### config.mk
export PLATFORM = sky130hd
export DESIGN_NAME = microProcessor
export DESIGN_NICKNAME = d
export VERILOG_FILES = /design/src/hw/aluPkg.sv /design/src/hw/microcodePkg.sv /design/src/hw/microProcessor.sv /design/src/hw/dataPath.sv /design/src/hw/microSequencer.sv /design/src/hw/controlStore.sv
export SDC_FILE = /design/constraint.sdc
export NUM_CORES = 1
export LEC_CHECK = 0
export BUFFER_PORTS_ARGS = -buffer_cell sky130_fd_sc_hd__buf_2
export CORE_MARGIN = 3
export CORE_UTILIZATION = 60
export CTS_CLUSTER_DIAMETER = 150
export DETAILED_ROUTE_END_ITERATION = 16
export GPL_ROUTABILITY_DRIVEN = 0
export PLACE_DENSITY = 0.84
export SYNTH_ARGS = -nofsm -noshare
export SYNTH_HDL_FRONTEND = slang
export SYNTH_SLANG_ARGS = --single-unit
### constraint.sdc
create_clock -name clock -period 10.8 [get_ports clock]
set_input_delay 2.16 -clock clock [delete_from_list [all_inputs] [get_ports clock]]
set_output_delay 2.16 -clock clock [all_outputs]
set_load 0.01 [all_outputs]
### src/hw/aluPkg.sv
/*
 * ALU definitions for the microprogrammed processor: function codes,
 * register destinations and operand sources
 */
package aluPkg;

        // Function codes as carried in the microword
        typedef enum logic [4:0] {
                ALU_A_MINUS_B = 5'b00110,       // A plus not B plus carry
                ALU_A_PLUS_B  = 5'b01001,       // A plus B plus carry
                ALU_A_MINUS_1 = 5'b01111,       // A minus one plus carry
                ALU_ZERO      = 5'b10011,       // Constant zero
                ALU_PASS_B    = 5'b11010,       // B straight through
                ALU_ONES      = 5'b11100        // Constant all ones
        } aluFuncT;

        // Registers written at the end of the microcycle
        typedef enum logic [2:0] {
                DEST_F     = 3'b011,            // Output register
                DEST_TA_TB = 3'b100,            // Both temporaries
                DEST_TB    = 3'b101,            // Temporary B
                DEST_TA    = 3'b110,            // Temporary A
                DEST_NONE  = 3'b111             // No write
        } aluDestT;

        // Operand select, one per ALU input
        typedef enum logic {
                SRC_TEMP  = 1'b0,               // TA or TB
                SRC_INPUT = 1'b1                // Latched operand
        } aluSourceT;

endpackage
### src/hw/microcodePkg.sv
/*
 * Microcode definitions: 24-bit microword layout, branch operations
 * and the fixed microaddresses known to the sequencer
 */
package microcodePkg;

        // Source of the next microaddress
        typedef enum logic [3:0] {
                BR_ZERO         = 4'b0000,      // Jump when ALU output is zero
                BR_WAIT_GO      = 4'b0100,      // Loop while go low
                BR_COUNT        = 4'b0110,      // Plain step
                BR_NOT_ZERO     = 4'b1000,      // Jump when ALU output nonzero
                BR_WAIT_RELEASE = 4'b1100,      // Loop while go held
                BR_BRANCH       = 4'b1110,      // Unconditional jump
                BR_OPCODE       = 4'b1111       // Dispatch, also loads inputs
        } branchOpT;

        // Field order matches the ROM bit layout, MSB first
        typedef struct packed {
                aluPkg::aluDestT   aluDest;     // [23:21]
                logic              carryIn;     // [20]
                aluPkg::aluFuncT   aluFunc;     // [19:15]
                aluPkg::aluSourceT bSource;     // [14]
                aluPkg::aluSourceT aSource;     // [13]
                branchOpT          branchOp;    // [12:9]
                logic              countEnable; // [8] step when not jumping
                logic [7:0]        nextAddress; // [7:0]
        } microWordT;

        // Fixed points of the microprogram
        localparam logic [7:0] RESET_ADDRESS = 8'h00;  // Entry after reset
        localparam logic [7:0] FLASH_ADDRESS = 8'h0C;  // Zero flash before idle
        localparam logic [7:0] IDLE_ADDRESS  = 8'h0D;  // Wait for go

        // Every opcode routine starts at {opcode, 1}
        localparam logic [3:0] ENTRY_NIBBLE  = 4'h1;

endpackage

### src/hw/microProcessor.sv
/*
 * Microprogrammed arithmetic processor top: sequencer, control store
 * and datapath wired together
 */
`timescale 1ns/100ps

module microProcessor import microcodePkg::*; #(
        parameter int dataWidth = 8
) (
        input  logic                 clock,
        input  logic                 reset,
        input  logic [3:0]           opcode,
        input  logic [dataWidth-1:0] operandA,
        input  logic [dataWidth-1:0] operandB,
        input  logic                 go,        // Held until done
        output logic [dataWidth-1:0] result,
        output logic                 done
);

        logic [7:0] microAddress;               // Micro PC
        microWordT  microWord;                  // Current ROM word
        logic       zero;                       // ALU zero, combinational
        logic       loadInputs;                 // Dispatch strobe

        microSequencer sequencer (
                .clock        (clock),
                .reset        (reset),
                .microWord    (microWord),
                .zero         (zero),
                .go           (go),
                .opcode       (opcode),
                .microAddress (microAddress),
                .loadInputs   (loadInputs),
                .done         (done)
        );

        controlStore store (
                .microAddress (microAddress),
                .microWord    (microWord)
        );

        dataPath #(.dataWidth(dataWidth)) dataPathUnit (
                .clock      (clock),
                .reset      (reset),
                .microWord  (microWord),
                .loadInputs (loadInputs),
                .operandA   (operandA),
                .operandB   (operandB),
                .zero       (zero),
                .result     (result)
        );

endmodule

### src/hw/dataPath.sv
/*
 * Datapath: operand latches, temporaries TA and TB, ALU with source
 * muxes, output register F and zero detect
 */
`timescale 1ns/100ps

module dataPath import microcodePkg::*, aluPkg::*; #(
        parameter int dataWidth = 8
) (
        input  logic                 clock,
        input  logic                 reset,
        input  microWordT            microWord,
        input  logic                 loadInputs,
        input  logic [dataWidth-1:0] operandA,
        input  logic [dataWidth-1:0] operandB,
        output logic                 zero,      // ALU output all zeros
        output logic [dataWidth-1:0] result     // Register F
);

        logic [dataWidth-1:0] inputA;           // Latched operands
        logic [dataWidth-1:0] inputB;
        logic [dataWidth-1:0] tempA;
        logic [dataWidth-1:0] tempB;
        logic [dataWidth-1:0] aluA;
        logic [dataWidth-1:0] aluB;
        logic [dataWidth-1:0] aluOut;
        logic [dataWidth-1:0] carryExt;
        logic                 writeF;
        logic                 writeTA;
        logic                 writeTB;

        // Source muxes
        assign aluA = (microWord.aSource == SRC_INPUT) ? inputA : tempA;
        assign aluB = (microWord.bSource == SRC_INPUT) ? inputB : tempB;

        assign carryExt = dataWidth'(microWord.carryIn);

        // ALU, all arithmetic wraps at dataWidth
        always_comb begin
                case (microWord.aluFunc)
                ALU_A_PLUS_B:  aluOut = aluA + aluB + carryExt;
                ALU_A_MINUS_B: aluOut = aluA + ~aluB + carryExt;   // Needs carry in for A-B
                ALU_A_MINUS_1: aluOut = aluA + {dataWidth{1'b1}} + carryExt;
                ALU_PASS_B:    aluOut = aluB;
                ALU_ZERO:      aluOut = '0;
                ALU_ONES:      aluOut = '1;
                default:       aluOut = '1;             // Unused codes read as ones
                endcase
        end

        assign zero = (aluOut == '0);

        // Destination decode
        assign writeF  = (microWord.aluDest == DEST_F);
        assign writeTA = (microWord.aluDest == DEST_TA) || (microWord.aluDest == DEST_TA_TB);
        assign writeTB = (microWord.aluDest == DEST_TB) || (microWord.aluDest == DEST_TA_TB);

        always_ff @(posedge clock) begin
                if (reset) begin
                        inputA <= '0;
                        inputB <= '0;
                end else if (loadInputs) begin
                        inputA <= operandA;             // Taken at dispatch
                        inputB <= operandB;
                end
        end

        always_ff @(posedge clock) begin
                if (reset) begin
                        tempA  <= '0;
                        tempB  <= '0;
                        result <= '0;
                end else begin
                        if (writeTA) begin
                                tempA <= aluOut;        // Multiply counter
                        end
                        if (writeTB) begin
                                tempB <= aluOut;        // Running sum
                        end
                        if (writeF) begin
                                result <= aluOut;
                        end
                end
        end

endmodule

### src/hw/microSequencer.sv
/*
 * Micro sequencer: micro program counter, next-address selection
 * from the branch operation, and the done flag
 */
`timescale 1ns/100ps

module microSequencer import microcodePkg::*; (
        input  logic       clock,
        input  logic       reset,
        input  microWordT  microWord,
        input  logic       zero,                // From datapath, same cycle
        input  logic       go,
        input  logic [3:0] opcode,
        output logic [7:0] microAddress,
        output logic       loadInputs,          // Latch operands in datapath
        output logic       done
);

        logic [7:0] stepAddress;
        logic [7:0] nextMicroAddress;
        logic       takeJump;

        // Fall-through address, holds when counting is off
        assign stepAddress = microWord.countEnable ? microAddress + 8'd1 : microAddress;

        // Opcode dispatch doubles as the operand load strobe
        assign loadInputs = (microWord.branchOp == BR_OPCODE);

        always_comb begin
                case (microWord.branchOp)
                BR_ZERO:         takeJump = zero;
                BR_NOT_ZERO:     takeJump = !zero;
                BR_WAIT_GO:      takeJump = !go;        // Stay in idle
                BR_WAIT_RELEASE: takeJump = go;         // Stay while held
                BR_BRANCH:       takeJump = 1'b1;
                default:         takeJump = 1'b0;       // Count and dispatch
                endcase
        end

        always_comb begin
                if (loadInputs) begin
                        nextMicroAddress = {opcode, ENTRY_NIBBLE};     // Routine entry
                end else if (takeJump) begin
                        nextMicroAddress = microWord.nextAddress;
                end else begin
                        nextMicroAddress = stepAddress;
                end
        end

        always_ff @(posedge clock) begin
                if (reset) begin
                        microAddress <= RESET_ADDRESS;
                        done         <= 1'b0;
                end else begin
                        microAddress <= nextMicroAddress;
                        // Registered off the wait word, so done lags entry by one
                        // cycle and drops on the edge after go falls
                        done <= (microWord.branchOp == BR_WAIT_RELEASE) && go;
                end
        end

endmodule

### src/hw/controlStore.sv
/*
 * Control store: combinational 256 x 24 microcode ROM holding the
 * reset, idle, ADD, SUBTRACT and MULTIPLY microroutines
 */
`timescale 1ns/100ps

module controlStore import microcodePkg::*, aluPkg::*; (
        input  logic [7:0] microAddress,
        output microWordT  microWord
);

        // Quiet word, each entry overrides what it needs
        localparam microWordT BASE_WORD = '{
                aluDest:     DEST_NONE,
                carryIn:     1'b0,
                aluFunc:     ALU_ONES,
                bSource:     SRC_INPUT,
                aSource:     SRC_INPUT,
                branchOp:    BR_COUNT,
                countEnable: 1'b1,
                nextAddress: 8'h00
        };

        always_comb begin
                microWord = BASE_WORD;
                case (microAddress)
                8'h00: begin                                    // Reset, flash ones
                        microWord.aluDest     = DEST_F;
                        microWord.branchOp    = BR_BRANCH;
                        microWord.nextAddress = FLASH_ADDRESS;
                end
                8'h0C: begin                                    // Flash zero
                        microWord.aluDest     = DEST_F;
                        microWord.aluFunc     = ALU_ZERO;
                end
                8'h0D: begin                                    // Idle, output ones
                        microWord.aluDest     = DEST_F;
                        microWord.branchOp    = BR_WAIT_GO;
                        microWord.nextAddress = IDLE_ADDRESS;   // Loop until go
                end
                8'h0E: begin                                    // Dispatch on opcode
                        microWord.aluDest     = DEST_F;
                        microWord.branchOp    = BR_OPCODE;      // Latches the operands too
                end

                // ADD
                8'h31: begin
                        microWord.aluDest     = DEST_F;
                        microWord.aluFunc     = ALU_A_PLUS_B;   // Sum to output
                end
                8'h32: begin                                    // Hold result
                        microWord.branchOp    = BR_WAIT_RELEASE;
                        microWord.nextAddress = 8'h32;
                end
                8'h33: begin                                    // Zero flash, back to idle
                        microWord.aluDest     = DEST_F;
                        microWord.aluFunc     = ALU_ZERO;
                        microWord.branchOp    = BR_BRANCH;
                        microWord.nextAddress = IDLE_ADDRESS;
                end

                // SUBTRACT
                8'h71: begin
                        microWord.aluDest     = DEST_F;
                        microWord.carryIn     = 1'b1;           // Completes two's complement
                        microWord.aluFunc     = ALU_A_MINUS_B;
                end
                8'h72: begin                                    // Hold result
                        microWord.branchOp    = BR_WAIT_RELEASE;
                        microWord.nextAddress = 8'h72;
                end
                8'h73: begin                                    // Zero flash, back to idle
                        microWord.aluDest     = DEST_F;
                        microWord.aluFunc     = ALU_ZERO;
                        microWord.branchOp    = BR_BRANCH;
                        microWord.nextAddress = IDLE_ADDRESS;
                end

                // MULTIPLY by repeated addition, TA counts and TB sums
                8'hC1: begin
                        microWord.aluDest     = DEST_TA_TB;     // Clear both temps
                        microWord.aluFunc     = ALU_ZERO;
                end
                8'hC2: begin
                        microWord.aluDest     = DEST_TB;        // Clear sum
                        microWord.aluFunc     = ALU_ZERO;
                        microWord.bSource     = SRC_TEMP;
                        microWord.aSource     = SRC_TEMP;
                end
                8'hC3: begin
                        microWord.aluDest     = DEST_TA;        // TA gets operand B
                        microWord.aluFunc     = ALU_PASS_B;
                        microWord.aSource     = SRC_TEMP;
                        microWord.branchOp    = BR_ZERO;        // B of zero skips the loop
                        microWord.nextAddress = 8'hC6;
                end
                8'hC4: begin
                        microWord.aluDest     = DEST_TB;        // TB += A
                        microWord.aluFunc     = ALU_A_PLUS_B;
                        microWord.bSource     = SRC_TEMP;
                end
                8'hC5: begin
                        microWord.aluDest     = DEST_TA;        // Count down
                        microWord.aluFunc     = ALU_A_MINUS_1;
                        microWord.bSource     = SRC_TEMP;
                        microWord.aSource     = SRC_TEMP;
                        microWord.branchOp    = BR_NOT_ZERO;
                        microWord.nextAddress = 8'hC4;
                end
                8'hC6: begin
                        microWord.aluDest     = DEST_F;         // Show product
                        microWord.aluFunc     = ALU_PASS_B;
                        microWord.bSource     = SRC_TEMP;
                        microWord.aSource     = SRC_TEMP;
                        microWord.branchOp    = BR_WAIT_RELEASE;
                        microWord.nextAddress = 8'hC6;
                end
                8'hC7: begin                                    // Zero flash, back to idle
                        microWord.aluDest     = DEST_F;
                        microWord.aluFunc     = ALU_ZERO;
                        microWord.branchOp    = BR_BRANCH;
                        microWord.nextAddress = IDLE_ADDRESS;
                end

                default: begin                                  // Undefined, restart
                        microWord.aluDest     = DEST_F;
                        microWord.branchOp    = BR_BRANCH;
                        microWord.nextAddress = RESET_ADDRESS;
                end
                endcase
        end

endmodule

==> summary.md, run 1 <==
| Metric | Value |
|---|---|
| Status | complete, no violations |
| Vias in the first global route | between 3k and 4k |
| Async set-reset flop share out of synthesis | 0% |
| Hold Buf Count CTS | 0 |
| Number of synthesized flops with an enable pin | 0 |
| CTS buffer count | 5 |
| Critical path class | flop to flop |
| Initial DRC count | 475 |
| Clock buffer depth | 2 |
| Hold path endpoint | dataPathUnit.inputB[1] |
| Slew @ Worst Pin | 1.151 ns |
| Post-route cell area | 4090 sq um |
| Worst path cell trace | mux2i_1, a211oi_2, mux2i_1, fa_1, fa_1, nor2b_1, o31a_1, o21ai_0, and3_1, o21ai_0, nand4b_1, nor4_1, a31oi_1, o31ai_4, a21boi_2, a31oi_1 |
| Pwr/cell area | approximately 110 nW/um^2 |
| Worst-case clock skew | 0.009833 ns |
| Setup_tns | 0 ns |
| Most frequent cells in the layout | 52 x nand2_1, 51 x nor2_1, 49 x dfxtp_1, 40 x a21oi_1, 31 x buf_2 |
| Buf/Inv on CP | 0 |
| DP Wirelength | 7.660 mm |
| Placed Area | 3979 sq um |
| Worst setup EP type | flop |
| Core Region | 6061 sq um |
| WHS Path Cells | 2 |
| Crit-path leading delay family | compound AO/OA/AOI/OAI gates |
| Fin nets | 542 |
| DRT Wirelength | between 10 and 15 mm |
| RSZ-0062 raised after global routing | false |
| R2r startpoint | sequencer.microAddress[2] |
| Area delta synth->final | 6.482% |
| Vias | ~3.8k |
| Max FO, Critical Path | 23 |
| DR vias/cell | ~6.6 |
| FF-to-FF setup slack | approximately 4.8 ns |
| DIE HEIGHT | 86.01 um |
| Drt pass-1 iters | 9 |
| First-pass GRT wire length | 16.86 mm |
| Final min period | 5.971 ns |
| Total chip power | about 0.45 mW |
| CP max-delay cell | a211oi_2 |
| Worst vdd ir | approximately 120 uV |
| Layout cell share with drive strength beyond 1 | around 14% |
| Cells after Synth | 487 |
| CP required | 10.98 ns |
| Slew Viols, Final | 0 |
| Cell area after synthesis | 3841 sq um |
| Yosys warnings | 0 |
| Boundary Pins | 32 |
| # DRC | 0 |
| Total congestion overflow after global routing | 0 |
| F_max | 0.1675 GHz |
| PostCTS Resize Cnt | 0 |
| Rel. slew slack | a little under a quarter |
| Ant diodes | 0 |
| P_leak | between 1.5 and 2 nW |
| Most used DFF post-synth | dfxtp_1 |
| Syn avg cell area | 7.887 sq um |
| Total GRT Usage | between 20 and 30% |
| Initial antenna violation count | 0 |
| Pin count of the biggest net entering global routing | 51 |
| CP peak stage delay | 1.00 ns |
| HP Class | flop to flop |
| Die W | 86.01 um |
| Post-synthesis sequential area ratio | 25.54% |
| Yosys reg bits | 49 |
| Fin. Hold Viols | 0 |
| Tcrit/Tclk final | 55.29% |
| Worst EP arrival | about 6 ns |
| Root buf cell | clkbuf_8 |
| Clock Latency Late Sink | 0.30 ns |
| Placement Rows | 28 |
| Reg clk slew, reported paths | 0.09 ns |
| Post-route ant nets | 0 |
| PortBufs | 31 |
| Maxcap violations | 0 |
| DIE AREA | ~7400 sq um |
| Sink count of the clock tree | 49 |
| H-tree lvl count | 2 |
| Final setup viols | 0 |
| Initial Util | 63.38% |
| Distinct cells, synth | 71 |
| Startpoint Class | flop |
| Commonest non-fill, non-tap cell in the layout | nand2_1 |
| Post-DR wirelength/cell | about 18 um |
| CTS tree | built |
| Syn nets | between 500 and 600 |
| RR Endpoint | sequencer.microAddress[2] |
| Post-CTS Setup Inserts | 0 |
| Hold wc startpoint | dataPathUnit.inputB[1] |
| Reg2Reg Depth | 16 |
## metrics by stage
stage	cells	hold WS, ns	setup slack [ns]	utilization (%)
after floorplan	487	0.4357	5.702	-
after global placement	565	0.4453	5.262	65.65
after detailed placement	565	0.4545	5.024	65.65
after CTS	573	0.4668	4.958	67.49
after global routing	573	0.4900	4.476	67.49
final	573	0.4658	4.829	67.49
## per-layer routing
layer / wire length (um) / part of all wire [%] / track usage (%) / up-vias
li1: - / - / - / 1765
met1: 4552 / 44 / 40.41 / 1786
met2: 4635 / 45 / 44.29 / 224
met3: 936 / 9.1 / 4.227 / 30
met4: 201 / 1.9 / 8.058 / 0
met5: 0 / 0 / 0 / -
## synth_stat cells, types with 3 or more instances
cell	instances	area [sq um]
a211oi_1	14	105.1
a21oi_1	40	200.2
a311oi_1	3	26.28
a31o_2	3	26.28
a31oi_1	4	25.02
and3_1	7	43.79
buf_2	3	15.01
clkbuf_1	23	86.33
dfxtp_1	49	980.9
fa_1	4	80.08
ha_1	18	225.2
inv_1	19	71.32
mux2_2	10	112.6
mux2i_1	23	230.2
nand2_1	52	195.2
nand2b_1	7	43.79
nand3_1	15	75.07
nand3b_1	4	30.03
nand4_1	4	25.02
nand4b_1	3	26.28
nor2_1	51	191.4
nor2b_1	4	25.02
nor3_1	15	75.07
nor3b_1	3	22.52
nor4_1	5	31.28
o211ai_1	3	22.52
o21a_1	6	45.04
o21ai_0	15	75.07
o22ai_1	3	18.77
o31a_1	4	35.03
or3_1	3	18.77
xnor2_1	13	113.9
xor2_1	8	70.07
## cell type report
| type | count | area (sq um) |
|---|---|---|
| Tap cell | 75 | 93.84 |
| Sequential cell | 49 | 980.9 |
| Clock inverter | 2 | 38.79 |
| Inverter | 19 | 71.32 |
| Fill cell | 488 | 1971 |
| Timing Repair Buffer | 34 | 177.7 |
| Clock buffer | 6 | 72.57 |
| Multi-Input combinational cell | 388 | 2655 |
## flip-flops by register name, indices dropped and copies added (netlist names)
signal and flops:
sequencer.microAddress 8, dataPathUnit.inputB 8, sequencer.done 1, dataPathUnit.result 8
dataPathUnit.tempA 8, dataPathUnit.inputA 8, dataPathUnit.tempB 8
## worst register-to-register path: cells and delay by family, from the launching register on
kind                     cells  cell delay (ns)
AO/OA/AOI/OAI                8             2.39
AND/OR/NAND/NOR              4             1.08
adder cells (fa/ha/maj)      2             0.94
flip-flops                   1             0.82
multiplexers                 2             0.63
## cells by family (layout without fill, tap and decap cells)
family	count (synthesis)	after routing	synth area share, %
flip-flops	49	49	25.54
buffers and inverters	50	61	5.472
XOR/XNOR	22	22	5.212
AND/OR/NAND/NOR	188	188	24.69
multiplexers	33	33	8.925
adder cells (fa/ha/maj)	22	22	7.948
AO/OA/AOI/OAI	123	123	22.22
## power breakdown
group | internal, mW | leakage [nW] | total, mW | switching (mW)
Combinational | 0.0407 | 1.15 | 0.0977 | 0.0570
Clock | 0.0696 | 0.0554 | 0.130 | 0.0607
Sequential | 0.191 | 0.398 | 0.219 | 0.0276
## worst max path at each step
stage,from,to,slack (ns),cells after the start
after floorplan,sequencer.microAddress[1],sequencer.microAddress[2],5.70,19
after detailed placement,sequencer.microAddress[0],sequencer.microAddress[6],5.02,18
after global placement,sequencer.microAddress[0],sequencer.microAddress[2],5.26,17
final,sequencer.microAddress[2],sequencer.microAddress[2],4.83,16
after CTS,sequencer.microAddress[0],sequencer.microAddress[2],4.96,18
after global routing,sequencer.microAddress[0],sequencer.microAddress[2],4.48,17
Power figures use the tool's default switching activity.
==> run 2: changes to the inputs <==
CORE_UTILIZATION = 55   (was 60)
PLACE_DENSITY = 0.81   (was 0.84)
clock period = 5.2 ns   (was 10.8 ns; I/O delays follow)
==> run 2 against run 1 <==
  * Total power is 100% higher
  * Final cell count is 5.9% higher
  * Hold slack got worse by 0.0054 ns
  * Sequential power grew 96%
  * Non-clock buffer count up 16
  * Critical path depth decreased by 1
  * Final area up 4.8%
  * Sequential share of layout area decreased by 1.1 points
  * Clock skew rose by 0.0042 ns
  * Critical endpoint is now sequencer.microAddress[1]
  * Largest cell class unchanged
  * Largest power group unchanged
==> summary.md, run 2 (same netlist as run 1, synthesis figures left out) <==
| Metric | Value |
|---|---|
| Status | complete, no violations (unchanged) |
| Clock Latency Late Sink | 0.30 ns (about the same) |
| Core Region | 6568 sq um (was 6061 sq um) |
| Most used cell, CP | mux2i_1 |
| DRT Wirelength | 10.37 mm (was 10.33 mm) |
| Clock buffer depth | 2 (unchanged) |
| Post-route cell area | 4285 sq um (was 4090 sq um) |
| Reg clk slew, reported paths | 0.09 ns (about the same) |
| Commonest non-fill, non-tap cell in the layout | nand2_1 (unchanged) |
| CP required | 5.35 ns (was 10.98 ns) |
| Post-DR wirelength/cell | 17.08 um (was 18.02 um) |
| Max FO, Critical Path | 9 (was 23) |
| Vias in the first global route | 3,371 (was 3,431) |
| CP max-delay cell | or4b_2 (was a211oi_2) |
| Ant diodes | 0 (unchanged) |
| DIE AREA | 8023 sq um (was 7398 sq um) |
| Worst-case clock skew | 0.01407 ns (was 0.009833 ns) |
| P_leak | 1.678 nW (was 1.601 nW) |
| Setup ws final | 0.2667 ns (was 4.829 ns) |
| Worst setup EP type | flop (unchanged) |
| DIE HEIGHT | 89.57 um (was 86.01 um) |
| CTS tree | built (unchanged) |
| Critical path class | flop to flop (unchanged) |
| Met3 Track Usage GR | 3.650% (was 4.227%) |
| Worst EP arrival | 5.08 ns (was 6.15 ns) |
| CTS buffer count | 5 (unchanged) |
| Hold wc startpoint | dataPathUnit.inputB[6] (was dataPathUnit.inputB[1]) |
| Pwr/cell area | 213.3 nW/um^2 (was 109.3 nW/um^2) |
| FF-to-FF setup slack | 0.27 ns (was 4.83 ns) |
| Most frequent cells in the layout | 52 x nand2_1, 51 x nor2_1, 49 x dfxtp_1, 39 x a21oi_1, 31 x buf_2 (was 52 x nand2_1, 51 x nor2_1, 49 x dfxtp_1, 40 x a21oi_1, 31 x buf_2) |
| Final setup viols | 0 (unchanged) |
| Placed Area | 4106 sq um (was 3979 sq um) |
| Initial Util | 58.49% (was 63.38%) |
| Boundary Pins | 32 (unchanged) |
| Worst path cell trace | nand4bb_1, a211oi_2, mux2i_2, ha_1, or4b_2, nor4_1, xor2_1, mux2i_1, o2bb2ai_1, or4_4, a21oi_4, a31oi_1, o31ai_4, mux2i_1, nor3_2 (was mux2i_1, a211oi_2, mux2i_1, fa_1, fa_1, nor2b_1, o31a_1, o21ai_0, and3_1, o21ai_0, nand4b_1, nor4_1, a31oi_1, o31ai_4, a21boi_2, a31oi_1) |
| Non-filler cells, final | 607 (was 573) |
| Vias | 3,816 (was 3,805) |
| Met2 Use GR | 41.16% (was 44.29%) |
| HP Class | flop to flop (unchanged) |
| DP Cell Count | 597 (was 565) |
| # DRC | 0 (unchanged) |
| Fin nets | 558 (was 542) |
| CP peak stage delay | 0.63 ns (was 1.00 ns) |
| DP Wirelength | 7.748 mm (was 7.660 mm) |
| Layout cell share with drive strength beyond 1 | 19.26% (was 13.86%) |
| Worst vdd ir | 366.2 uV (was 121.8 uV) |
| Die W | 89.57 um (was 86.01 um) |
| Total congestion overflow after global routing | 0 (unchanged) |
| Hold path endpoint | dataPathUnit.inputB[6] (was dataPathUnit.inputB[1]) |
| Initial DRC count | 464 (was 475) |
| GRT met1 Usage | 39.21% (was 40.41%) |
| Fin Hold WS | 0.4605 ns (was 0.4658 ns) |
| Reg2Reg Depth | 15 (was 16) |
| Maxcap violations | 0 (unchanged) |
| Root buf cell | clkbuf_8 (unchanged) |
| Final core utilization | 65.25% (was 67.49%) |
| F_max | 0.2027 GHz (was 0.1675 GHz) |
| Startpoint Class | flop (unchanged) |
| Post-route ant nets | 0 (unchanged) |
| Rel. slew slack | 40.01% (was 23.14%) |
| Pre-CTS setup slack | 0.07871 ns (was 5.024 ns) |
| Grt peak-use layer | met2 (unchanged) |
| Sink count of the clock tree | 49 (unchanged) |
| Placement Rows | 29 (was 28) |
| WHS Path Cells | 2 (unchanged) |
| Total GRT Usage | 26.39% (was 28.35%) |
| Fin. Hold Viols | 0 (unchanged) |
| Final min period | 4.933 ns (was 5.971 ns) |
| Drt pass-1 iters | 5 (was 9) |
| Initial antenna violation count | 0 (unchanged) |
| Slew @ Worst Pin | 0.8998 ns (was 1.151 ns) |
| DR vias/cell | 6.287 (was 6.640) |
| PortBufs | 31 (unchanged) |
| Pin count of the biggest net entering global routing | 51 (unchanged) |
| H-tree lvl count | 2 (unchanged) |
| Slew Viols, Final | 0 (unchanged) |
| Tcrit/Tclk final | 94.87% (was 55.29%) |
| RR Endpoint | sequencer.microAddress[1] (was sequencer.microAddress[2]) |
| Area delta synth->final | 11.56% (was 6.482%) |
| R2r startpoint | sequencer.microAddress[6] (was sequencer.microAddress[2]) |
| First-pass GRT wire length | 16.71 mm (was 16.86 mm) |
run 2: changes by cell type in the layout (fill, tap and decap cells not counted), sizes merged:
| cell | before | now |
|---|---|---|
| buf | 34 | 50 |
| clkinv | 1 | 0 |
| inv | 19 | 20 |
| clkinvlp | 0 | 1 |
| bufinv | 1 | 0 |
run 2: worst max-delay path: cells and delay by family, from the launching register on:
family	cells	cell delay (ns)
flip-flops	1	0.51
XOR/XNOR	1	0.11
multiplexers	3	0.83
AO/OA/AOI/OAI	5	1.24
AND/OR/NAND/NOR	5	1.79
adder cells (fa/ha/maj)	1	0.29
run 2: how the worst max path moves through the flow:
stage                     cells past startpoint                      start                         to  slack [ns]
after floorplan                              19  sequencer.microAddress[1]  sequencer.microAddress[2]        0.10
after global placement                       18  sequencer.microAddress[0]  sequencer.microAddress[2]        0.28
after detailed placement                     18  sequencer.microAddress[0]  sequencer.microAddress[1]        0.08
after CTS                                    18  sequencer.microAddress[0]  sequencer.microAddress[1]        0.06
after global routing                         20  sequencer.microAddress[0]  sequencer.microAddress[6]       -0.03
final                                        15  sequencer.microAddress[6]  sequencer.microAddress[1]        0.27
run 2: routing by layer:
metal	wire (um)	part of all wire, %
met4	174	1.7
met3	830	8.0
met2	4688	45
met5	0	0
met1	4676	45
run 2: final cells by class:
| type | instances | area (sq um) |
|---|---|---|
| fillers | 533 | 2282 |
| multi-input cells | 388 | 2720 |
| clock inverters | 2 | 16.27 |
| flip-flops and latches | 49 | 980.9 |
| clock buffers | 6 | 82.58 |
| inverters | 19 | 71.32 |
| well taps | 93 | 116.4 |
| repair buffers | 50 | 297.8 |
run 2: report_power, final:
part	internal, mW	switching (mW)	total (mW)
sequential	0.398	0.0322	0.430
combinational	0.0986	0.148	0.247
clock	0.110	0.128	0.238
total	0.606	0.308	0.914
run 2: per-stage QoR:
| step | total power, mW | TNS [ns] |
|---|---|---|
| 4_1_cts | 0.9046 | 0 |
| 3_5_place_dp | 0.6710 | 0 |
| 5_1_grt | 0.9602 | -0.08059 |
| 6_report | 0.9139 | 0 |
| 2_1_floorplan | 0.6030 | 0 |
| 3_3_place_gp | 0.6691 | 0 |
run 2: timing repair:
item / 4_1_cts / 5_1_grt
setup buffers: 0 / 2
gates resized for setup: 0 / 15
hold buffers: 0 / 0
setup endpoints to repair: 0 / 7
==> run 3: changes to the inputs <==
ABC_AREA = 1   (was default)
CTS_CLUSTER_DIAMETER = default   (was 150)
==> run 3 against run 2 <==
  * Sequential cell count stayed put
  * Synthesized area is 4.8% higher
  * Count of clock-buffer cells in the layout is 1 lower
  * Final cell count is 24% higher
  * First-iteration DRC count is 13% lower
  * Critical endpoint is now sequencer.microAddress[5]
  * Largest cell class unchanged
==> summary.md, run 3 <==
| Metric | Value |
|---|---|
| Final core utilization | 62.36% (was 65.25%) |
| DP Wirelength | 8.732 mm (was 7.748 mm) |
| Max FO, Critical Path | 16 (was 9) |
| Drt pass-1 iters | 6 (was 5) |
| Startpoint Class | flop (unchanged) |
| Setup_tns | 0 ns (unchanged) |
| H-tree lvl count | 2 (unchanged) |
| Worst vdd ir | 246.5 uV (was 366.2 uV) |
| Initial antenna violation count | 0 (unchanged) |
| WHS Path Cells | 2 (unchanged) |
| Async set-reset flop share out of synthesis | 0% (unchanged) |
| Post-route cell area | 4330 sq um (was 4285 sq um) |
| RSZ-0062 raised after global routing | false |
| CP peak stage delay | 0.49 ns (was 0.63 ns) |
| Reg clk slew, reported paths | 0.09 ns (about the same) |
| Initial DRC count | 404 (was 464) |
| Pwr/cell area | 206.5 nW/um^2 (was 213.3 nW/um^2) |
| Fin. Hold Viols | 0 (unchanged) |
| Post-route ant nets | 0 (unchanged) |
| Status | complete, no violations (unchanged) |
| HP Class | flop to flop (unchanged) |
| Most frequent cells in the layout | 142 x nand2_1, 98 x inv_1, 63 x nor2_1, 59 x nand3_1, 49 x dfxtp_1 (was 52 x nand2_1, 51 x nor2_1, 49 x dfxtp_1, 39 x a21oi_1, 31 x buf_2) |
| Final setup viols | 0 (unchanged) |
| Hold wc startpoint | dataPathUnit.inputB[7] (was dataPathUnit.inputB[6]) |
| Core Region | 6944 sq um (was 6568 sq um) |
| Slew Viols, Final | 0 (unchanged) |
| Layout cell share with drive strength beyond 1 | 15.14% (was 19.26%) |
| Crit-path leading delay family | simple AND/OR/NAND/NOR gates (unchanged) |
| Total GRT Usage | 26.25% (was 26.39%) |
| Boundary Pins | 32 (unchanged) |
| Cell area after synthesis | 4026 sq um (was 3841 sq um) |
| PostCTS Resize Cnt | 0 (unchanged) |
| Switching Share | 35.92% (was 33.72%) |
| F_max | 0.2234 GHz (was 0.2027 GHz) |
| Fillers | 632 (was 533) |
| Worst-case clock skew | 0.007558 ns (was 0.01407 ns) |
| Internal power | 0.5730 mW (was 0.6058 mW) |
| Clock buffer depth | 2 (unchanged) |
| Worst EP arrival | 4.69 ns (was 5.08 ns) |
| DIE AREA | 8383 sq um (was 8023 sq um) |
| Cells after Synth | 628 (was 487) |
| Area delta synth->final | 7.551% (was 11.56%) |
| First-pass GRT wire length | 17.92 mm (was 16.71 mm) |
| Sink count of the clock tree | 49 (unchanged) |
| Pin count of the biggest net entering global routing | 19 (was 51) |
| Top post-synthesis cells by area | dfxtp_1 24%, nand2_1 13%, inv_1 9.1% (was dfxtp_1 26%, mux2i_1 6.0%, ha_1 5.9%) |
| Critical path class | flop to flop (unchanged) |
| Vias in the first global route | 3,791 (was 3,371) |
| Flop pwr share | 47.4% (was 47.0%) |
| Instance count on the critical path | 26 (was 15) |
| Syn avg cell area | 6.411 sq um (was 7.887 sq um) |
| Most frequent cell after synthesis | nand2_1 (unchanged) |
| Number of synthesized flops with an enable pin | 0 (unchanged) |
| Sequential Area | 980.9 sq um (unchanged) |
| Cell taking the most area after synthesis | dfxtp_1 (unchanged) |
| Post-synthesis sequential area ratio | 24.36% (was 25.54%) |
| Placement Rows | 30 (was 29) |
| Most used DFF post-synth | dfxtp_1 (unchanged) |
| P_leak | 2.160 nW (was 1.678 nW) |
| Yosys warnings | 0 (unchanged) |
| Post-DR wirelength/cell | 14.38 um (was 17.08 um) |
| Post-synth top cells | 142 x nand2_1, 98 x inv_1, 63 x nor2_1 (was 52 x nand2_1, 51 x nor2_1, 49 x dfxtp_1) |
| PortBufs | 31 (unchanged) |
| Hold Buf Count CTS | 0 (unchanged) |
| Fin nets | 698 (was 558) |
| Fin Hold WS | 0.4626 ns (was 0.4605 ns) |
| FF-to-FF setup slack | 0.72 ns (was 0.27 ns) |
| Post-CTS Setup Inserts | 0 (unchanged) |
| Psw | 0.3212 mW (was 0.3081 mW) |
| R2r startpoint | sequencer.microAddress[1] (was sequencer.microAddress[6]) |
| DRT Wirelength | 10.79 mm (was 10.37 mm) |
| Yosys reg bits | 49 (unchanged) |
| Worst setup EP type | flop (unchanged) |
| CP required | 5.41 ns (was 5.35 ns) |
| CP Launch Point | sequencer.microAddress[1] (was sequencer.microAddress[6]) |
| Maxcap violations | 0 (unchanged) |
| Reg2Reg Depth | 26 (was 15) |
| Buf/Inv on CP | 5 (was 0) |
| Placed Area | 4240 sq um (was 4106 sq um) |
| Vias | 4,149 (was 3,816) |
| Combinational share of power | 27.1% (was 27.0%) |
| DIE HEIGHT | 91.56 um (was 89.57 um) |
| Root buf cell | clkbuf_8 (unchanged) |
| Multi-input gate area | 2564 sq um (was 2720 sq um) |
| Top-area cell type share of the netlist area | 24.36% (was 25.54%) |
| Total chip power | 0.8942 mW (was 0.9139 mW) |
| Syn nets | 673 (was 532) |
| DR vias/cell | 5.532 (was 6.287) |
| Initial Util | 57.98% (was 58.49%) |
| Slew @ Worst Pin | 1.132 ns (was 0.8998 ns) |
| Rel. slew slack | 24.28% (was 40.01%) |
| Clock Latency Late Sink | 0.31 ns (was 0.30 ns) |
| Final min period | 4.477 ns (was 4.933 ns) |
| Tcrit/Tclk final | 86.09% (was 94.87%) |
| # DRC | 0 (unchanged) |
| Die W | 91.56 um (was 89.57 um) |
| Clock share of power | 25.5% (was 26.0%) |
| Total congestion overflow after global routing | 0 (unchanged) |
| Commonest non-fill, non-tap cell in the layout | nand2_1 (unchanged) |
| Ant diodes | 0 (unchanged) |
| CP max-delay cell | o21ai_0 (was or4b_2) |
| CTS tree | built (unchanged) |
| Distinct cells, synth | 44 (was 71) |
| CTS buffer count | 5 (unchanged) |
[run 3: final cells by class]
| class | count | area share (%) |
|---|---|---|
| Clock inverter | 3 | 0.4912 |
| Multi-Input combinational cell | 454 | 59.20 |
| Inverter | 112 | 9.708 |
| Tap cell | 96 | 2.774 |
| Timing Repair Buffer | 31 | 3.583 |
| Sequential cell | 49 | 22.65 |
| Clock buffer | 5 | 1.589 |
[run 3: final timing paths]
kind / to
max reg2reg: sequencer.microAddress[5]
max: sequencer.microAddress[5]
min: dataPathUnit.inputB[7]
min reg2reg: dataPathUnit.inputB[7]
[run 3: power groups by stage]
stage / logic [mW] / registers [mW] / clock network (mW)
final: 0.242 / 0.424 / 0.228
after global routing: 0.269 / 0.427 / 0.246
after CTS: 0.237 / 0.423 / 0.231
after detailed placement: 0.235 / 0.432 / 0
after global placement: 0.230 / 0.430 / 0
after floorplan: 0.173 / 0.428 / 0
[run 3: metal layers]
layer  global-route usage, %  vias up  routed length [um]
met4                   9.799        0                 298
li1                        -     2063                   -
met3                   3.314       23                 851
met1                   35.78     1857                4798
met2                   42.18      206                4839
met5                       0        -                   0
[run 3: cell families after synthesis]
kind of cell	Yosys count	synth area share [%]
AOI/OAI and AO/OA	90	12.99
and+or+nand+nor	333	41.14
buffers and inverters	125	11.96
DFF	49	24.36
adders and majority gates	22	7.583
xor gates and xnor gates	9	1.958
[run 3: worst min-delay path, cell delays in order (launching register included)]
cell	delay (ns)
dfxtp_1	0.32
nand2_1	0.06
nand2_1	0.05
[run 3: metrics by stage]
step,setup slack [ns],cells
after floorplan,1.479,628
after global placement,0.9275,742
after detailed placement,0.7901,742
after CTS,0.7903,750
after global routing,0.2555,750
final,0.7232,750
